--- src/include/glb_settings.svh ---
`ifndef GLB_SETTINGS_SVH
`define GLB_SETTINGS_SVH

// tile chain geometry
`define GLB_NUM_TILES 4
`define GLB_CGRA_PER_GLB 2
`define GLB_NUM_COLS (`GLB_NUM_TILES * `GLB_CGRA_PER_GLB)

// processor address split, tile select on top
`define GLB_TILE_SEL_WIDTH 2
`define GLB_BANK_ADDR_WIDTH 6
`define GLB_ADDR_WIDTH (`GLB_TILE_SEL_WIDTH + `GLB_BANK_ADDR_WIDTH)

// processor word
`define GLB_DATA_WIDTH 64

// configuration bus to the array
`define GLB_CFG_ADDR_WIDTH 32
`define GLB_CFG_DATA_WIDTH 32

// array stall synchronizer
`define GLB_STALL_SYNC_DEPTH 3

`endif
--- src/hw/glb_pkg.sv ---
`default_nettype none

`include "glb_settings.svh"

package glb_pkg;

    // processor data and byte strobes
    typedef logic [`GLB_DATA_WIDTH-1:0] glb_data_t;
    typedef logic [`GLB_DATA_WIDTH/8-1:0] glb_strb_t;

    // address pieces
    typedef logic [`GLB_BANK_ADDR_WIDTH-1:0] glb_word_addr_t;
    typedef logic [`GLB_TILE_SEL_WIDTH-1:0] glb_tile_sel_t;

    typedef struct packed {
        glb_tile_sel_t  tile_sel;
        glb_word_addr_t word;
    } glb_addr_fields_s;

    // flat view on the boundary, field view inside the tiles
    typedef union packed {
        logic [`GLB_ADDR_WIDTH-1:0] flat;
        glb_addr_fields_s           fields;
    } glb_addr_u;

    // configuration write to the array
    typedef logic [`GLB_CFG_ADDR_WIDTH-1:0] cfg_addr_t;
    typedef logic [`GLB_CFG_DATA_WIDTH-1:0] cfg_data_t;

endpackage

`default_nettype wire

--- src/hw/glb_tile.sv ---
`timescale 1ns/10ps
`default_nettype none

`include "glb_settings.svh"

module glb_tile
    import glb_pkg::*;
#(
    parameter int TILE_ID = 0
) (
    input  logic      clk,
    input  logic      reset,

    // processor request from the west
    input  logic      req_wr_en_west,
    input  logic      req_rd_en_west,
    input  glb_strb_t req_wr_strb_west,
    input  glb_addr_u req_addr_west,
    input  glb_data_t req_wr_data_west,

    // read response from the west
    input  logic      rsp_valid_west,
    input  glb_data_t rsp_data_west,

    // configuration from the west
    input  logic      cfg_wr_en_west,
    input  cfg_addr_t cfg_addr_west,
    input  cfg_data_t cfg_data_west,

    // same bundles toward the east
    output logic      req_wr_en_east,
    output logic      req_rd_en_east,
    output glb_strb_t req_wr_strb_east,
    output glb_addr_u req_addr_east,
    output glb_data_t req_wr_data_east,
    output logic      rsp_valid_east,
    output glb_data_t rsp_data_east,
    output logic      cfg_wr_en_east,
    output cfg_addr_t cfg_addr_east,
    output cfg_data_t cfg_data_east
);

    logic      tile_hit;
    logic      rd_hit_q;
    logic      rsp_valid_q;
    glb_data_t rsp_data_q;
    glb_data_t bank_rd_data;

    // this tile owns the access when the select field matches
    assign tile_hit = (req_addr_west.fields.tile_sel == glb_tile_sel_t'(TILE_ID));

    glb_bank i_bank (
        .clk     (clk),
        .wr_en   (req_wr_en_west & tile_hit),
        .wr_strb (req_wr_strb_west),
        .wr_addr (req_addr_west.fields.word),
        .wr_data (req_wr_data_west),
        .rd_en   (req_rd_en_west & tile_hit),
        .rd_addr (req_addr_west.fields.word),
        .rd_data (bank_rd_data)
    );

    // request, response and configuration stage
    always_ff @(posedge clk or posedge reset) begin
        if (reset) begin
            req_wr_en_east   <= 1'b0;
            req_rd_en_east   <= 1'b0;
            req_wr_strb_east <= '0;
            req_addr_east    <= '0;
            req_wr_data_east <= '0;
            rd_hit_q         <= 1'b0;
            rsp_valid_q      <= 1'b0;
            rsp_data_q       <= '0;
            cfg_wr_en_east   <= 1'b0;
            cfg_addr_east    <= '0;
            cfg_data_east    <= '0;
        end else begin
            req_wr_en_east   <= req_wr_en_west;
            req_rd_en_east   <= req_rd_en_west;
            req_wr_strb_east <= req_wr_strb_west;
            req_addr_east    <= req_addr_west;
            req_wr_data_east <= req_wr_data_west;
            rd_hit_q         <= req_rd_en_west & tile_hit;
            rsp_valid_q      <= rsp_valid_west;
            rsp_data_q       <= rsp_data_west;
            cfg_wr_en_east   <= cfg_wr_en_west;
            cfg_addr_east    <= cfg_addr_west;
            cfg_data_east    <= cfg_data_west;
        end
    end

    // bank data joins the response beside its own request
    // a read matches only one tile, so the west slot is empty on a hit
    assign rsp_valid_east = rd_hit_q | rsp_valid_q;
    assign rsp_data_east  = rd_hit_q ? bank_rd_data : rsp_data_q;

endmodule

`default_nettype wire

--- src/hw/glb_bank.sv ---
`timescale 1ns/10ps
`default_nettype none

`include "glb_settings.svh"

module glb_bank
    import glb_pkg::*;
(
    input  logic           clk,

    // write port with byte strobes
    input  logic           wr_en,
    input  glb_strb_t      wr_strb,
    input  glb_word_addr_t wr_addr,
    input  glb_data_t      wr_data,

    // registered read port
    input  logic           rd_en,
    input  glb_word_addr_t rd_addr,
    output glb_data_t      rd_data
);

    localparam int NUM_WORDS = 2 ** `GLB_BANK_ADDR_WIDTH;
    localparam int NUM_BYTES = `GLB_DATA_WIDTH / 8;

    glb_data_t mem [NUM_WORDS];

    // byte-wise update, untouched bytes keep their value
    always_ff @(posedge clk) begin
        if (wr_en) begin
            for (int b = 0; b < NUM_BYTES; b++) begin
                if (wr_strb[b]) begin
                    mem[wr_addr][b*8 +: 8] <= wr_data[b*8 +: 8];
                end
            end
        end
    end

    // read-first: nonblocking update lands after this sample
    always_ff @(posedge clk) begin
        if (rd_en) begin
            rd_data <= mem[rd_addr];
        end
    end

endmodule

`default_nettype wire

--- config.mk ---
export PLATFORM = sky130hd
export DESIGN_NAME = glb_tile
export DESIGN_NICKNAME = d
export VERILOG_FILES = /design/src/hw/glb_pkg.sv /design/src/hw/glb_tile.sv /design/src/hw/glb_bank.sv
export VERILOG_INCLUDE_DIRS = /design/src /design/src/include
export SDC_FILE = /design/constraint.sdc
export NUM_CORES = 2
export LEC_CHECK = 0
export BUFFER_PORTS_ARGS = -buffer_cell sky130_fd_sc_hd__buf_2
export CELL_PAD_IN_SITES_DETAIL_PLACEMENT = 1
export CELL_PAD_IN_SITES_GLOBAL_PLACEMENT = 2
export CORE_UTILIZATION = 40
export DETAILED_ROUTE_END_ITERATION = 16
export PLACE_DENSITY = 0.77
export SYNTH_ARGS = -nofsm -noshare
export SYNTH_HDL_FRONTEND = slang
export SYNTH_HIERARCHICAL = 1
export SYNTH_SLANG_ARGS = --single-unit
--- constraint.sdc ---
create_clock -name clk -period 10.5 [get_ports clk]
set_clock_uncertainty 0.2 [all_clocks]
set_input_delay 0.525 -clock clk [delete_from_list [all_inputs] [get_ports clk]]
set_output_delay 0.525 -clock clk [all_outputs]
set_load 0.005 [all_outputs]
==> impl_metrics.yaml <==
sta:
  fin_crit_sh: 0.4494
  slew_viol_final: 1
  max_slew.worst_pin.slew_ns: 1.497
  setup_tns_ns: 0
  max_freq_mhz: 211.9
  hold_violations: 0
  post-route-min-period_ns: 4.719
  setup_viol: 0
  rsz0062_at_grt: "no"
  setup_slack_ns: 5.781
  slew_headroom: -0.001735
critical_path:
  path_max_fanout: 48
  worst_setup_path_start_kind: "input pin"
  worstPathArrival_ns: 5.11
  crit_start: "req_addr_west[4]"
  cp-end-kind: "register"
  required_ns: 10.89
  crit_type: "in2reg"
  timing.rr.start: "i_bank/mem[63][59]"
cts:
  cts_sinks: 4373
  cts_root_buffer: "clkbuf_16"
  cts_buffer_depth: 4
  numCtsBuffers: 441
  cts_resized: 0
  ctsHtreeMaxLevel: 5
  clock_latency_ns: 1.02
  cts_tree: "done"
  clkTransAtPathRegs_ns: 0.06
floorplanning:
  num_io_pins: 426
  die_y_um: 643.9
  rows: 235
  die_area_um2: 414600
  core_um2: 409900
  die_w_um: 643.9
  start_util: 0.4021
yosys:
  yosysSeqAreaShare: 0.7903
  synthXorXnorAreaFrac: 0
  synth_area_per_cell_um2: 22.38
  synth-simple-area-share: 0.01987
  ys_ff_latch: 4373
  synth.net_count: 7579
  synth.yosys.warnings: 6
  synth_top_family_by_area: "multiplexers"
  synthAdderAreaFrac: 0
  syn_inst: 7365
  synth_mux_area_frac: 0.1508
  synth-compound-area-share: 0.02651
  synth_area_um2: 164800
  synth_cell_types: 36
detailed_routing:
  vias_per_cell: 5.935
  drtAntennaViolNets: 0
  wl_per_cell_um: 34.18
  vias: 84122
  drt_iter0_markers: 11525
  drt-pass1-iter-count: 6
  wl_um: 484500
  drcViolationCount: 0
power:
  irDropWorstVdd_mv: 0.1438
  p_switching_uw: 7913
  p_int_uw: 28730
  total_power_uw: 36640
  power_per_cell_area_nw_per_um2: 191.7
  leakage_uw: 0.06027
  combPwrFrac: 0.048
  p_sw_frac: 0.2159
  power.share.clock: 0.428
  pwr-share-seq: 0.524
grt:
  grt_max_degree: 140
  grt_pass1_vias: 86680
  grt_antenna_before_repair: 49
  gr-total-overflow: 0
  grt_pass1_wl_um: 674400
  track_usage: 0.2298
layout:
  fin_area_um2: 191200
  drive_above_1_share: 0.2736
  area_delta_synth_final_pct: 15.99
  final_nets: 8527
flow_run:
  drv_cap: 1
run_status:
  outcome: "complete, but fails checks"
  failed_checks: "capacitance limit, slew limit"
placement:
  placed_area_um2: 173400
  finalWeightedCongestion: 0.8086
  dp_hpwl_um: 286700
  port_buffers: 425
  post-place-ws_ns: 4.997
worst_hold_path:
  hp-start: "req_wr_data_west[26]"
  min_path_type: "in2reg"
## synth_stat cells, drive strengths merged
library cell | n | share of area
edfxtp | 4160 | 0.76
mux4 | 1024 | 0.14
nor2 | 557 | 0.013
a22oi | 256 | 0.012
buf | 253 | 0.0082
dfrtp | 213 | 0.032
clkbuf | 187 | 0.0043
nand3 | 128 | 0.0039
o22ai | 103 | 0.0039
mux2i | 89 | 0.0054
nand2 | 76 | 0.0017
mux2 | 64 | 0.0055
o211a | 64 | 0.0039
o221ai | 64 | 0.0034
a211oi | 63 | 0.0029
a21oi | 24 | 0.00073
nor3b | 8 | 0.00036
nor2b | 5 | 0.00019
and3b | 4 | 0.00021
nand2b | 4 | 0.00015
and2 | 3 | 0.00011
or2 | 3 | 0.00011
or3b | 3 | 0.00016
and3 | 2 | 0.000076
inv | 2 | 0.000046
nor3 | 2 | 0.000061
or3 | 2 | 0.000076
a221oi | 1 | 0.000053
nand3b | 1 | 0.000046
## logic make-up after synthesis
group / after synthesis
AO/OA/AOI/OAI: 575
buffers and inverters: 442
flip-flops: 4373
multiplexers: 1177
AND/OR/NAND/NOR: 798
## metrics by stage
step | utilization | std cells | hold slack, ns
finish | 0.4664 | 14175 | 0.04614
global route | 0.4661 | 14124 | 0.06447
global placement | 0.4231 | 12984 | 0.4322
floorplan | - | 7365 | 0.3564
CTS | 0.4661 | 14123 | 0.003553
detailed placement | 0.4231 | 12984 | 0.4346
## state kept, by name, indices dropped and copies added (netlist names)
register and flops:
req_wr_strb_east 8, req_rd_en_east 1, cfg_wr_en_east 1, i_bank/rd_data 64, cfg_addr_east 32, req_addr_east 8, req_wr_data_east 64, i_bank/mem 4096
cfg_data_east 32, rd_hit_q 1, rsp_valid_q 1, rsp_data_q 64, req_wr_en_east 1
## timing repair
action | 4_1_cts | 5_1_grt
setup endpoints to repair | 0 | 0
hold endpoints to repair | 1202 | 0
hold buffers | 337 | 0
setup buffers | 0 | 0
## cells in the final DEF (no fill, tap or decap), drive strengths merged, types with 46 or more instances in the layout
master	netlist	layout
mux2i	89	89
mux2	64	64
mux4	1024	1024
dfrtp	213	213
clkinv	0	189
diode	0	52
a22oi	256	256
clkbuf	187	527
o221ai	64	64
nor2	557	557
a211oi	63	63
edfxtp	4160	4160
nand3	128	128
bufinv	0	46
buf	253	608
nand2	76	76
dlygate4sd3	0	337
o22ai	103	103
o211a	64	64
## path summary, 6_finish.rpt
path	endpoint	slack, ns	depth (start not counted)
max	i_bank/mem[39][54]	5.78	5
min	req_wr_data_east[26]	0.05	1
max reg2reg	i_bank/rd_data[59]	8.15	4
min reg2reg	i_bank/rd_data[48]	0.73	4
max in group asynchronous	req_wr_data_east[8]	7.64	6
min in group asynchronous	req_addr_east[6]	0.61	4
## critical path, cell delays in order
cell,delay [ns]
dlygate4sd3_1,0.54
buf_4,0.36
nor3b_1,1.24
nand2_2,1.00
nor2_1,1.22
## area by class of cell
cell class	instances	area, µm²
inverters	2	15.01
multi-input cells	2550	32680
flip-flops and latches	4373	130300
fillers	37151	218700
clock buffers	527	11420
repair buffers	945	7012
clock inverters	275	2838
well taps	5451	6820
diodes	52	130.1
## layer usage
layer	vias up	GRT usage	routed length (µm)
met4	24	0.08698	17750
li1	32950	-	-
met2	4988	0.3632	229400
met3	826	0.05534	50590
met5	-	0.003122	168
met1	45334	0.3099	186600
## power groups by stage
stage / combinational, µW / clock, µW / sequential (µW)
final: 1770 / 15700 / 19200
after global placement: 1620 / 0 / 19600
after floorplan: 856 / 0 / 19600
after global routing: 1860 / 16500 / 19200
after CTS: 1780 / 15900 / 19200
after detailed placement: 1670 / 0 / 19600
Power figures use the tool's default switching activity.
