### config.mk
export PLATFORM = sky130hd
export DESIGN_NAME = glb_io_regs
export DESIGN_NICKNAME = d
export VERILOG_FILES = /design/src/hw/glb_pkg.sv /design/src/hw/glb_io_regs.sv
export VERILOG_INCLUDE_DIRS = /design/src /design/src/include
export SDC_FILE = /design/constraint.sdc
export NUM_CORES = 1
export LEC_CHECK = 0
export ABC_AREA = 1
export BUFFER_PORTS_ARGS = -buffer_cell sky130_fd_sc_hd__buf_2
export CORE_AREA = 4 4 575 577
export DETAILED_ROUTE_END_ITERATION = 8
export DIE_AREA = 0 0 579 581
export PLACE_DENSITY = 0.3
export SYNTH_ARGS = -nofsm -noshare
export SYNTH_HDL_FRONTEND = slang
export SYNTH_SLANG_ARGS = --single-unit
### constraint.sdc
create_clock -name clk -period 24.5 [get_ports clk]
set_input_delay 1.225 -clock clk [delete_from_list [all_inputs] [get_ports clk]]
set_output_delay 1.225 -clock clk [all_outputs]
set_load 0.01 [all_outputs]
### src/include/glb_settings.svh
`ifndef GLB_SETTINGS_SVH
`define GLB_SETTINGS_SVH

// tile chain geometry
`define GLB_NUM_TILES 4
`define GLB_CGRA_PER_GLB 2
`define GLB_NUM_COLS (`GLB_NUM_TILES * `GLB_CGRA_PER_GLB)

// processor address split, tile select on top
`define GLB_TILE_SEL_WIDTH 2
`define GLB_BANK_ADDR_WIDTH 6
`define GLB_ADDR_WIDTH (`GLB_TILE_SEL_WIDTH + `GLB_BANK_ADDR_WIDTH)

// processor word
`define GLB_DATA_WIDTH 64

// configuration bus to the array
`define GLB_CFG_ADDR_WIDTH 32
`define GLB_CFG_DATA_WIDTH 32

// array stall synchronizer
`define GLB_STALL_SYNC_DEPTH 3

`endif
### src/hw/glb_pkg.sv
`default_nettype none

`include "glb_settings.svh"

package glb_pkg;

    // processor data and byte strobes
    typedef logic [`GLB_DATA_WIDTH-1:0] glb_data_t;
    typedef logic [`GLB_DATA_WIDTH/8-1:0] glb_strb_t;

    // address pieces
    typedef logic [`GLB_BANK_ADDR_WIDTH-1:0] glb_word_addr_t;
    typedef logic [`GLB_TILE_SEL_WIDTH-1:0] glb_tile_sel_t;

    typedef struct packed {
        glb_tile_sel_t  tile_sel;
        glb_word_addr_t word;
    } glb_addr_fields_s;

    // flat view on the boundary, field view inside the tiles
    typedef union packed {
        logic [`GLB_ADDR_WIDTH-1:0] flat;
        glb_addr_fields_s           fields;
    } glb_addr_u;

    // configuration write to the array
    typedef logic [`GLB_CFG_ADDR_WIDTH-1:0] cfg_addr_t;
    typedef logic [`GLB_CFG_DATA_WIDTH-1:0] cfg_data_t;

endpackage

`default_nettype wire

### src/hw/glb_io_regs.sv
`timescale 1ns/10ps
`default_nettype none

`include "glb_settings.svh"

module glb_io_regs
    import glb_pkg::*;
(
    input  logic                              clk,
    input  logic                              reset,
    input  logic                              cgra_stall_in,

    // processor side
    input  logic                              proc_wr_en,
    input  glb_strb_t                         proc_wr_strb,
    input  glb_addr_u                         proc_wr_addr,
    input  glb_data_t                         proc_wr_data,
    input  logic                              proc_rd_en,
    input  glb_addr_u                         proc_rd_addr,
    output logic                              proc_rd_data_valid,
    output glb_data_t                         proc_rd_data,

    // configuration from the global controller
    input  logic                              cgra_cfg_jtag_wr_en,
    input  cfg_addr_t                         cgra_cfg_jtag_addr,
    input  cfg_data_t                         cgra_cfg_jtag_data,

    // east end of the tile chain
    input  logic                              tail_rsp_valid,
    input  glb_data_t                         tail_rsp_data,

    // per-column configuration from the tiles
    input  logic [`GLB_NUM_COLS-1:0]          col_cfg_wr_en,
    input  cfg_addr_t [`GLB_NUM_COLS-1:0]     col_cfg_addr,
    input  cfg_data_t [`GLB_NUM_COLS-1:0]     col_cfg_data,

    // into the west end of the tile chain
    output logic                              req_wr_en_q,
    output logic                              req_rd_en_q,
    output glb_strb_t                         req_wr_strb_q,
    output glb_addr_u                         req_addr_q,
    output glb_data_t                         req_wr_data_q,
    output logic                              cfg_wr_en_q,
    output cfg_addr_t                         cfg_addr_q,
    output cfg_data_t                         cfg_data_q,

    // toward the array
    output logic [`GLB_NUM_COLS-1:0]          cgra_stall,
    output logic [`GLB_NUM_COLS-1:0]          cgra_cfg_g2f_wr_en,
    output cfg_addr_t [`GLB_NUM_COLS-1:0]     cgra_cfg_g2f_addr,
    output cfg_data_t [`GLB_NUM_COLS-1:0]     cgra_cfg_g2f_data
);

    logic [`GLB_STALL_SYNC_DEPTH-1:0] stall_sync;

    // input side, one address carries both reads and writes
    always_ff @(posedge clk or posedge reset) begin
        if (reset) begin
            req_wr_en_q   <= 1'b0;
            req_rd_en_q   <= 1'b0;
            req_wr_strb_q <= '0;
            req_addr_q    <= '0;
            req_wr_data_q <= '0;
            cfg_wr_en_q   <= 1'b0;
            cfg_addr_q    <= '0;
            cfg_data_q    <= '0;
        end else begin
            req_wr_en_q   <= proc_wr_en;
            req_rd_en_q   <= proc_rd_en;
            req_wr_strb_q <= proc_wr_strb;
            req_addr_q    <= proc_rd_en ? proc_rd_addr : proc_wr_addr;
            req_wr_data_q <= proc_wr_data;
            cfg_wr_en_q   <= cgra_cfg_jtag_wr_en;
            cfg_addr_q    <= cgra_cfg_jtag_addr;
            cfg_data_q    <= cgra_cfg_jtag_data;
        end
    end

    // output side
    always_ff @(posedge clk or posedge reset) begin
        if (reset) begin
            proc_rd_data_valid <= 1'b0;
            proc_rd_data       <= '0;
            cgra_cfg_g2f_wr_en <= '0;
            cgra_cfg_g2f_addr  <= '0;
            cgra_cfg_g2f_data  <= '0;
        end else begin
            proc_rd_data_valid <= tail_rsp_valid;
            proc_rd_data       <= tail_rsp_data;
            cgra_cfg_g2f_wr_en <= col_cfg_wr_en;
            cgra_cfg_g2f_addr  <= col_cfg_addr;
            cgra_cfg_g2f_data  <= col_cfg_data;
        end
    end

    // stall synchronizer, last stage drives every column
    always_ff @(posedge clk or posedge reset) begin
        if (reset) begin
            stall_sync <= '0;
        end else begin
            stall_sync <= {stall_sync[`GLB_STALL_SYNC_DEPTH-2:0], cgra_stall_in};
        end
    end

    assign cgra_stall = {(`GLB_NUM_COLS){stall_sync[`GLB_STALL_SYNC_DEPTH-1]}};

endmodule

`default_nettype wire

==> results.sh, run 1 <==
export IMPL_area_growth_synth_to_final_pct=89.3
export IMPL_hp_class="register to register"
export IMPL_dp_hpwl_um=162000
export IMPL_synth_seq_cells=735
export IMPL_p_int_w=0.00230
export IMPL_fill_cells=37400
export IMPL_vias=14400
export IMPL_cp_end_kind="async pin"
export IMPL_syn_inst=770
export IMPL_crit_chain="buf_2 -> inv_8 -> buf_4 -> buf_4 -> buf_12"
export IMPL_multi_input_area_um2=90.1
export IMPL_grt_setup_unrepaired="no"
export IMPL_ioPinCount=1483
export IMPL_drv_cap=0
export IMPL_max_clock_freq_mhz=290
export IMPL_clk_latency_ns=0.81
export IMPL_cts_hold_buffers=0
export IMPL_first_global_vias=15800
export IMPL_viasPerCell=2.10
export IMPL_outcome="finished, final reports clean"
export IMPL_final_cells=6887
export IMPL_ys_types=6
export IMPL_ys_warn_count=0
export IMPL_drc=0
export IMPL_syn_nets=1513
export IMPL_finalHoldViolCount=0
export IMPL_cts_tree="done"
export IMPL_arrival_ns=4.17
export IMPL_seqPwrFrac_pct=42.1
export IMPL_clk_pin_slew_ns=0.06
export IMPL_worstPathRequired_ns=25.22
export IMPL_die_area_um2=336000
export IMPL_overflow=0
export IMPL_track_usage_pct=10.4
export IMPL_finalCritPeriodShare_pct=14.1
export IMPL_synth_seq_area_share_pct=99.1
export IMPL_clkSinkCount=735
export IMPL_die_w_um=579
export IMPL_htree_levels=3
export IMPL_wl_per_cell_um=26.4
export IMPL_grt_max_degree=169
export IMPL_clock_skew_ns=0.00505
export IMPL_p_clk_share_pct=50.3
export IMPL_path_buf_inv=5
export IMPL_worstPathMaxFanout=168
export IMPL_post_cts_setup_buffer_count=0
export IMPL_synth_area_um2=18600
export IMPL_die_h_um=581
export IMPL_cp_top_family="buffers and inverters"
export IMPL_clockBufferDepth=4
export IMPL_start_util_pct=5.69
export IMPL_path_class="input port to async pin"
export IMPL_relSlewSlack_pct=27.9
export IMPL_power_w=0.00308
export IMPL_final_setup_tns_ns=0
export IMPL_coreArea_um2=326000
export IMPL_switchingPower_w=0.000781
export IMPL_antenna_found_initial=294
export IMPL_setup_violations=0
export IMPL_switching_share_pct=25.4
export IMPL_cp_start_kind="input port"
export IMPL_fin_util_pct=10.8
export IMPL_cts_root_buf="clkbuf_16"
export IMPL_slowest_stage="buf_4"
export IMPL_powerDensity_nw_per_um2=87.6
export IMPL_worst_slew_pin_transition_ns=1.08
export IMPL_cts_resized=0
export IMPL_placedCellCount=6598
export IMPL_cpMostUsedCell="buf_4"
export IMPL_gp_congestion=0.781
export IMPL_power_frac_comb_pct=7.6
export IMPL_cts_buffers=100
export IMPL_slowest_delay_ns=0.71
export IMPL_dr_pass1_iters=4
export IMPL_grt_pass1_wl_um=215000
export IMPL_ir_drop_mv=0.0483
export IMPL_numPortBuffers=1482
export IMPL_synth_avg_cell_area_um2=24.1
export IMPL_layout_area_seq_um2=18400
export IMPL_drive_gt1_share_pct=68.0
export IMPL_p_leak_nw=16.2
export IMPL_min_period_ns=3.45
export IMPL_drtIter0Drc=452
export IMPL_final_max_slew_viol_count=0
export IMPL_layout_nets=3097
export IMPL_wl_um=182000
export IMPL_num_rows=210
export IMPL_ant_nets=0
flip-flops by register name, summed over array words and instances (netlist names):
name	flops
cgra_cfg_g2f_addr	256
cfg_data_q	32
req_rd_en_q	1
req_wr_data_q	64
proc_rd_data_valid	1
req_wr_en_q	1
cgra_cfg_g2f_wr_en	8
stall_sync	3
proc_rd_data	64
req_addr_q	8
cfg_wr_en_q	1
cgra_cfg_g2f_data	256
cfg_addr_q	32
req_wr_strb_q	8
Yosys cell counts, drive strengths merged:
cell / count / area (µm²)
buf: 9 / 71.3
inv: 2 / 7.50
dfrtp: 735 / 18400
nand2: 24 / 90.1
power groups by stage:
stage / logic (W) / registers (W) / clock network [W]
CTS: 0.000251 / 0.00130 / 0.00163
detailed placement: 0.000251 / 0.00132 / 0
global route: 0.000257 / 0.00130 / 0.00166
global placement: 0.000251 / 0.00132 / 0
finish: 0.000234 / 0.00130 / 0.00155
floorplan: 0.0000202 / 0.00135 / 0
layout by cell type, fill, tap and decap left out:
master      netlist  layout
clkinv_2          0      13
buf_4             8       7
buf_12            0       2
nand2_1          24      24
clkbuf_8          0      13
inv_6             0       5
clkbuf_1          0      17
diode_2           0     115
clkbuf_16         0     100
clkinvlp_4        0       5
clkinv_16         0       1
dfrtp_1         735     735
clkinv_8          0       2
inv_2             1       1
buf_2             0    1482
bufinv_16         0      14
clkinv_4          0       4
inv_8             0       1
layer usage:
layer	up-vias	GRT usage, %	share of wire, %
met5	-	0	0.75
met4	208	2.54	2.8
met3	458	10.1	20
met2	1271	16.2	44
met1	6772	9.64	32
li1	5723	-	-
worst paths after layout:
kind	startpoint	to	slack, ns	cells after the start
worst max-delay path	reset	proc_rd_data[39]	21.05	5
worst min-delay path	stall_sync[0]	stall_sync[1]	0.35	0
worst max register to register	stall_sync[1]	stall_sync[2]	24.03	0
worst min register to register	stall_sync[0]	stall_sync[1]	0.35	0
max in group clk	stall_sync[2]	cgra_stall[4]	21.64	1
min in group asynchronous	reset	req_wr_strb_q[2]	0.44	2
kinds of logic after synthesis:
family / Yosys count / synth area share [%]
buffers and inverters: 11 / 0.425
DFF: 735 / 99.1
and+or+nand+nor: 24 / 0.485
metrics by stage:
step	area (µm²)	worst slack, ns	hold WS (ns)
2_1_floorplan	18600	2.65	0.331
3_3_place_gp	31400	20.11	0.334
3_5_place_dp	31400	20.07	0.336
4_1_cts	34900	20.97	0.353
5_1_grt	34900	20.58	0.356
6_report	35100	21.05	0.351
cell type report:
type / count / share of cell area [%]
inverter: 2 / 0.0427
antenna: 115 / 0.819
multi-input combinational: 24 / 0.256
sequential: 735 / 52.3
clock buffer: 130 / 7.81
tap: 4346 / 15.5
timing repair buffer: 1491 / 21.4
clock inverter: 44 / 1.89
No activity file was read; power rests on OpenSTA's default activity.
==> run 2, diff against run 1 <==
Clock period 24.5 ns to 3.2 ns, I/O delays scaled along.
==> run 2 against run 1 <==
  * Sequential power increased to 7.7 times the previous value
  * Largest cell class is now non-clock buffers
  * Clock-buffer cell count unchanged
  * Largest power group unchanged
  * Non-clock buffer count grew 1158
  * Hold slack got worse by 0.26 ns
  * Power grew to 7.9 times the previous value
  * Critical endpoint is now req_addr_q[6]
  * First-iteration DRC count up 55%
==> results.sh, run 2 (synthesis results as in run 1) <==
export IMPL_final_area_um2=46600
export IMPL_cts_resized=0
export IMPL_drc=0
export IMPL_start_util_pct=5.69
export IMPL_setup_violations=0
export IMPL_htree_levels=3
export IMPL_fill_cells=36600
export IMPL_overflow=0
export IMPL_layout_nets=4252
export IMPL_finalCritPeriodShare_pct=58.0
export IMPL_vias=19300
export IMPL_ff2ff_setup_slack_ns=2.74
export IMPL_slowest_delay_ns=0.55
export IMPL_cpMostUsedCell="dlygate4sd3_1"
export IMPL_powerDensity_nw_per_um2=521
export IMPL_hp_class="input port to register"
export IMPL_layout_area_seq_um2=18400
export IMPL_clk_pin_slew_ns=0.06
export IMPL_crit_path_end="req_addr_q[6]"
export IMPL_die_w_um=579
export IMPL_min_period_ns=1.86
export IMPL_grt_pass1_wl_um=250000
export IMPL_final_max_slew_viol_count=0
export IMPL_wl_per_cell_um=25.5
export IMPL_num_rows=210
export IMPL_clkSinkCount=735
export IMPL_grt_max_degree=102
export IMPL_coreArea_um2=326000
export IMPL_place_area_um2=31700
export IMPL_antenna_found_initial=367
export IMPL_grt_setup_unrepaired="no"
export IMPL_top_regs="cgra_cfg_g2f_addr (256), cgra_cfg_g2f_data (256)"
export IMPL_drive_gt1_share_pct=46.5
export IMPL_p_leak_nw=20.9
export IMPL_multi_input_area_um2=90.1
export IMPL_max_clock_freq_mhz=539
export IMPL_dp_hpwl_um=182000
export IMPL_worstPathRequired_ns=3.88
export IMPL_clockBufferDepth=4
export IMPL_final_setup_tns_ns=0
export IMPL_whs_ns=0.0951
export IMPL_outcome="finished, final reports clean"
export IMPL_die_h_um=581
export IMPL_cts_tree="done"
export IMPL_ir_drop_mv=0.400
export IMPL_worst_slew_pin_transition_ns=0.711
export IMPL_wl_um=206000
export IMPL_drv_cap=0
export IMPL_finalHoldViolCount=0
export IMPL_cts_root_buf="clkbuf_16"
export IMPL_track_usage_pct=11.8
export IMPL_crit_chain="dlygate4sd3_1 -> buf_2 -> dlygate4sd3_1 -> nand2_1 -> dlygate4sd3_1 -> nand2_1 -> dlygate4sd3_1"
export IMPL_ioPinCount=1483
export IMPL_worstPathMaxFanout=1
export IMPL_cts_buffers=97
export IMPL_post_cts_setup_buffer_count=0
export IMPL_slowest_stage="dlygate4sd3_1"
export IMPL_ant_nets=0
export IMPL_r2r_end="stall_sync[2]"
export IMPL_mostFrequentLayoutCells="buf_2, dlygate4sd3_1, dfrtp_1"
export IMPL_reg2reg_depth=0
export IMPL_final_common_cell="buf_2"
export IMPL_dr_pass1_iters=4
export IMPL_clk_latency_ns=0.77
export IMPL_viasPerCell=2.39
export IMPL_area_growth_synth_to_final_pct=151
export IMPL_cp_end_kind="register"
export IMPL_path_class="input port to register"
export IMPL_die_area_um2=336000
export IMPL_cp_start_kind="input port"
export IMPL_rr_startpoint="stall_sync[1]"
export IMPL_first_global_vias=21000
export IMPL_drtIter0Drc=699
export IMPL_cts_hold_buffers=1138
export IMPL_arrival_ns=2.54
export IMPL_numPortBuffers=1482
export IMPL_gp_congestion=0.817
export IMPL_relSlewSlack_pct=52.6
export IMPL_startpoint="proc_rd_addr[6]"
export IMPL_clock_skew_ns=0.0000719
## run 2: changes by cell type in the layout (fill, tap and decap cells not counted), moves of 3 or more
| cell | delta |
|---|---|
| clkinv_2 | -3 |
| clkbuf_16 | -3 |
| buf_12 | +5 |
| clkbuf_8 | +5 |
| diode_2 | +50 |
| buf_4 | +15 |
| bufinv_16 | -8 |
| dlygate4sd3_1 | +1138 |
| clkinv_4 | +3 |
## run 2: area by class of cell
cell class	count	share of cell area [%]
inverter	2	0.0241
sequential	735	39.4
antenna	165	0.885
clock buffer	130	5.86
multi-input combinational	24	0.193
timing repair buffer	2649	41.0
clock inverter	35	0.955
tap	4346	11.7
## run 2: critical path, delay by kind of cell
family        cells  cell delay, ns
buf+inv           5            2.26
simple gates      2            0.11
## run 2: report_power, final
| group | switching [W] | total, W | leakage (nW) | internal, W |
|---|---|---|---|---|
| clock network | 0.00457 | 0.0111 | 1.55 | 0.00648 |
| registers | 0.000179 | 0.00995 | 8.57 | 0.00977 |
| logic | 0.00167 | 0.00327 | 10.8 | 0.00160 |
## run 2: how the worst min path moves through the flow
stage / from / endpoint / slack [ns] / depth (start not counted)
6_report: col_cfg_addr[204] / cgra_cfg_g2f_addr[204] / 0.1 / 2
5_1_grt: col_cfg_addr[203] / cgra_cfg_g2f_addr[203] / 0.03 / 2
4_1_cts: col_cfg_data[74] / cgra_cfg_g2f_data[74] / 0.002 / 2
3_3_place_gp: cgra_cfg_jtag_data[1] / cfg_data_q[1] / 0.27 / 1
3_5_place_dp: col_cfg_addr[103] / cgra_cfg_g2f_addr[103] / 0.27 / 1
2_1_floorplan: cgra_cfg_jtag_addr[0] / cfg_addr_q[0] / 0.19 / 0
## run 2: stage by stage
| step | cells | worst slack, ns | utilization, % | total power (W) |
|---|---|---|---|---|
| 2_1_floorplan | 770 | -7.03 | - | 0.0105 |
| 3_3_place_gp | 6618 | 1.63 | 9.71 | 0.0121 |
| 3_5_place_dp | 6618 | 1.62 | 9.71 | 0.0121 |
| 4_1_cts | 7921 | 1.34 | 14.2 | 0.0250 |
| 5_1_grt | 7987 | 1.21 | 14.2 | 0.0254 |
| 6_report | 8086 | 1.34 | 14.3 | 0.0243 |
## run 2: metal layers
layer / routed length, µm / track usage [%] / up-vias
li1: - / - / 8106
met1: 78500 / 13.2 / 9220
met2: 92400 / 18.9 / 1317
met3: 28600 / 7.44 / 460
met4: 5160 / 2.48 / 228
met5: 1460 / 0 / -
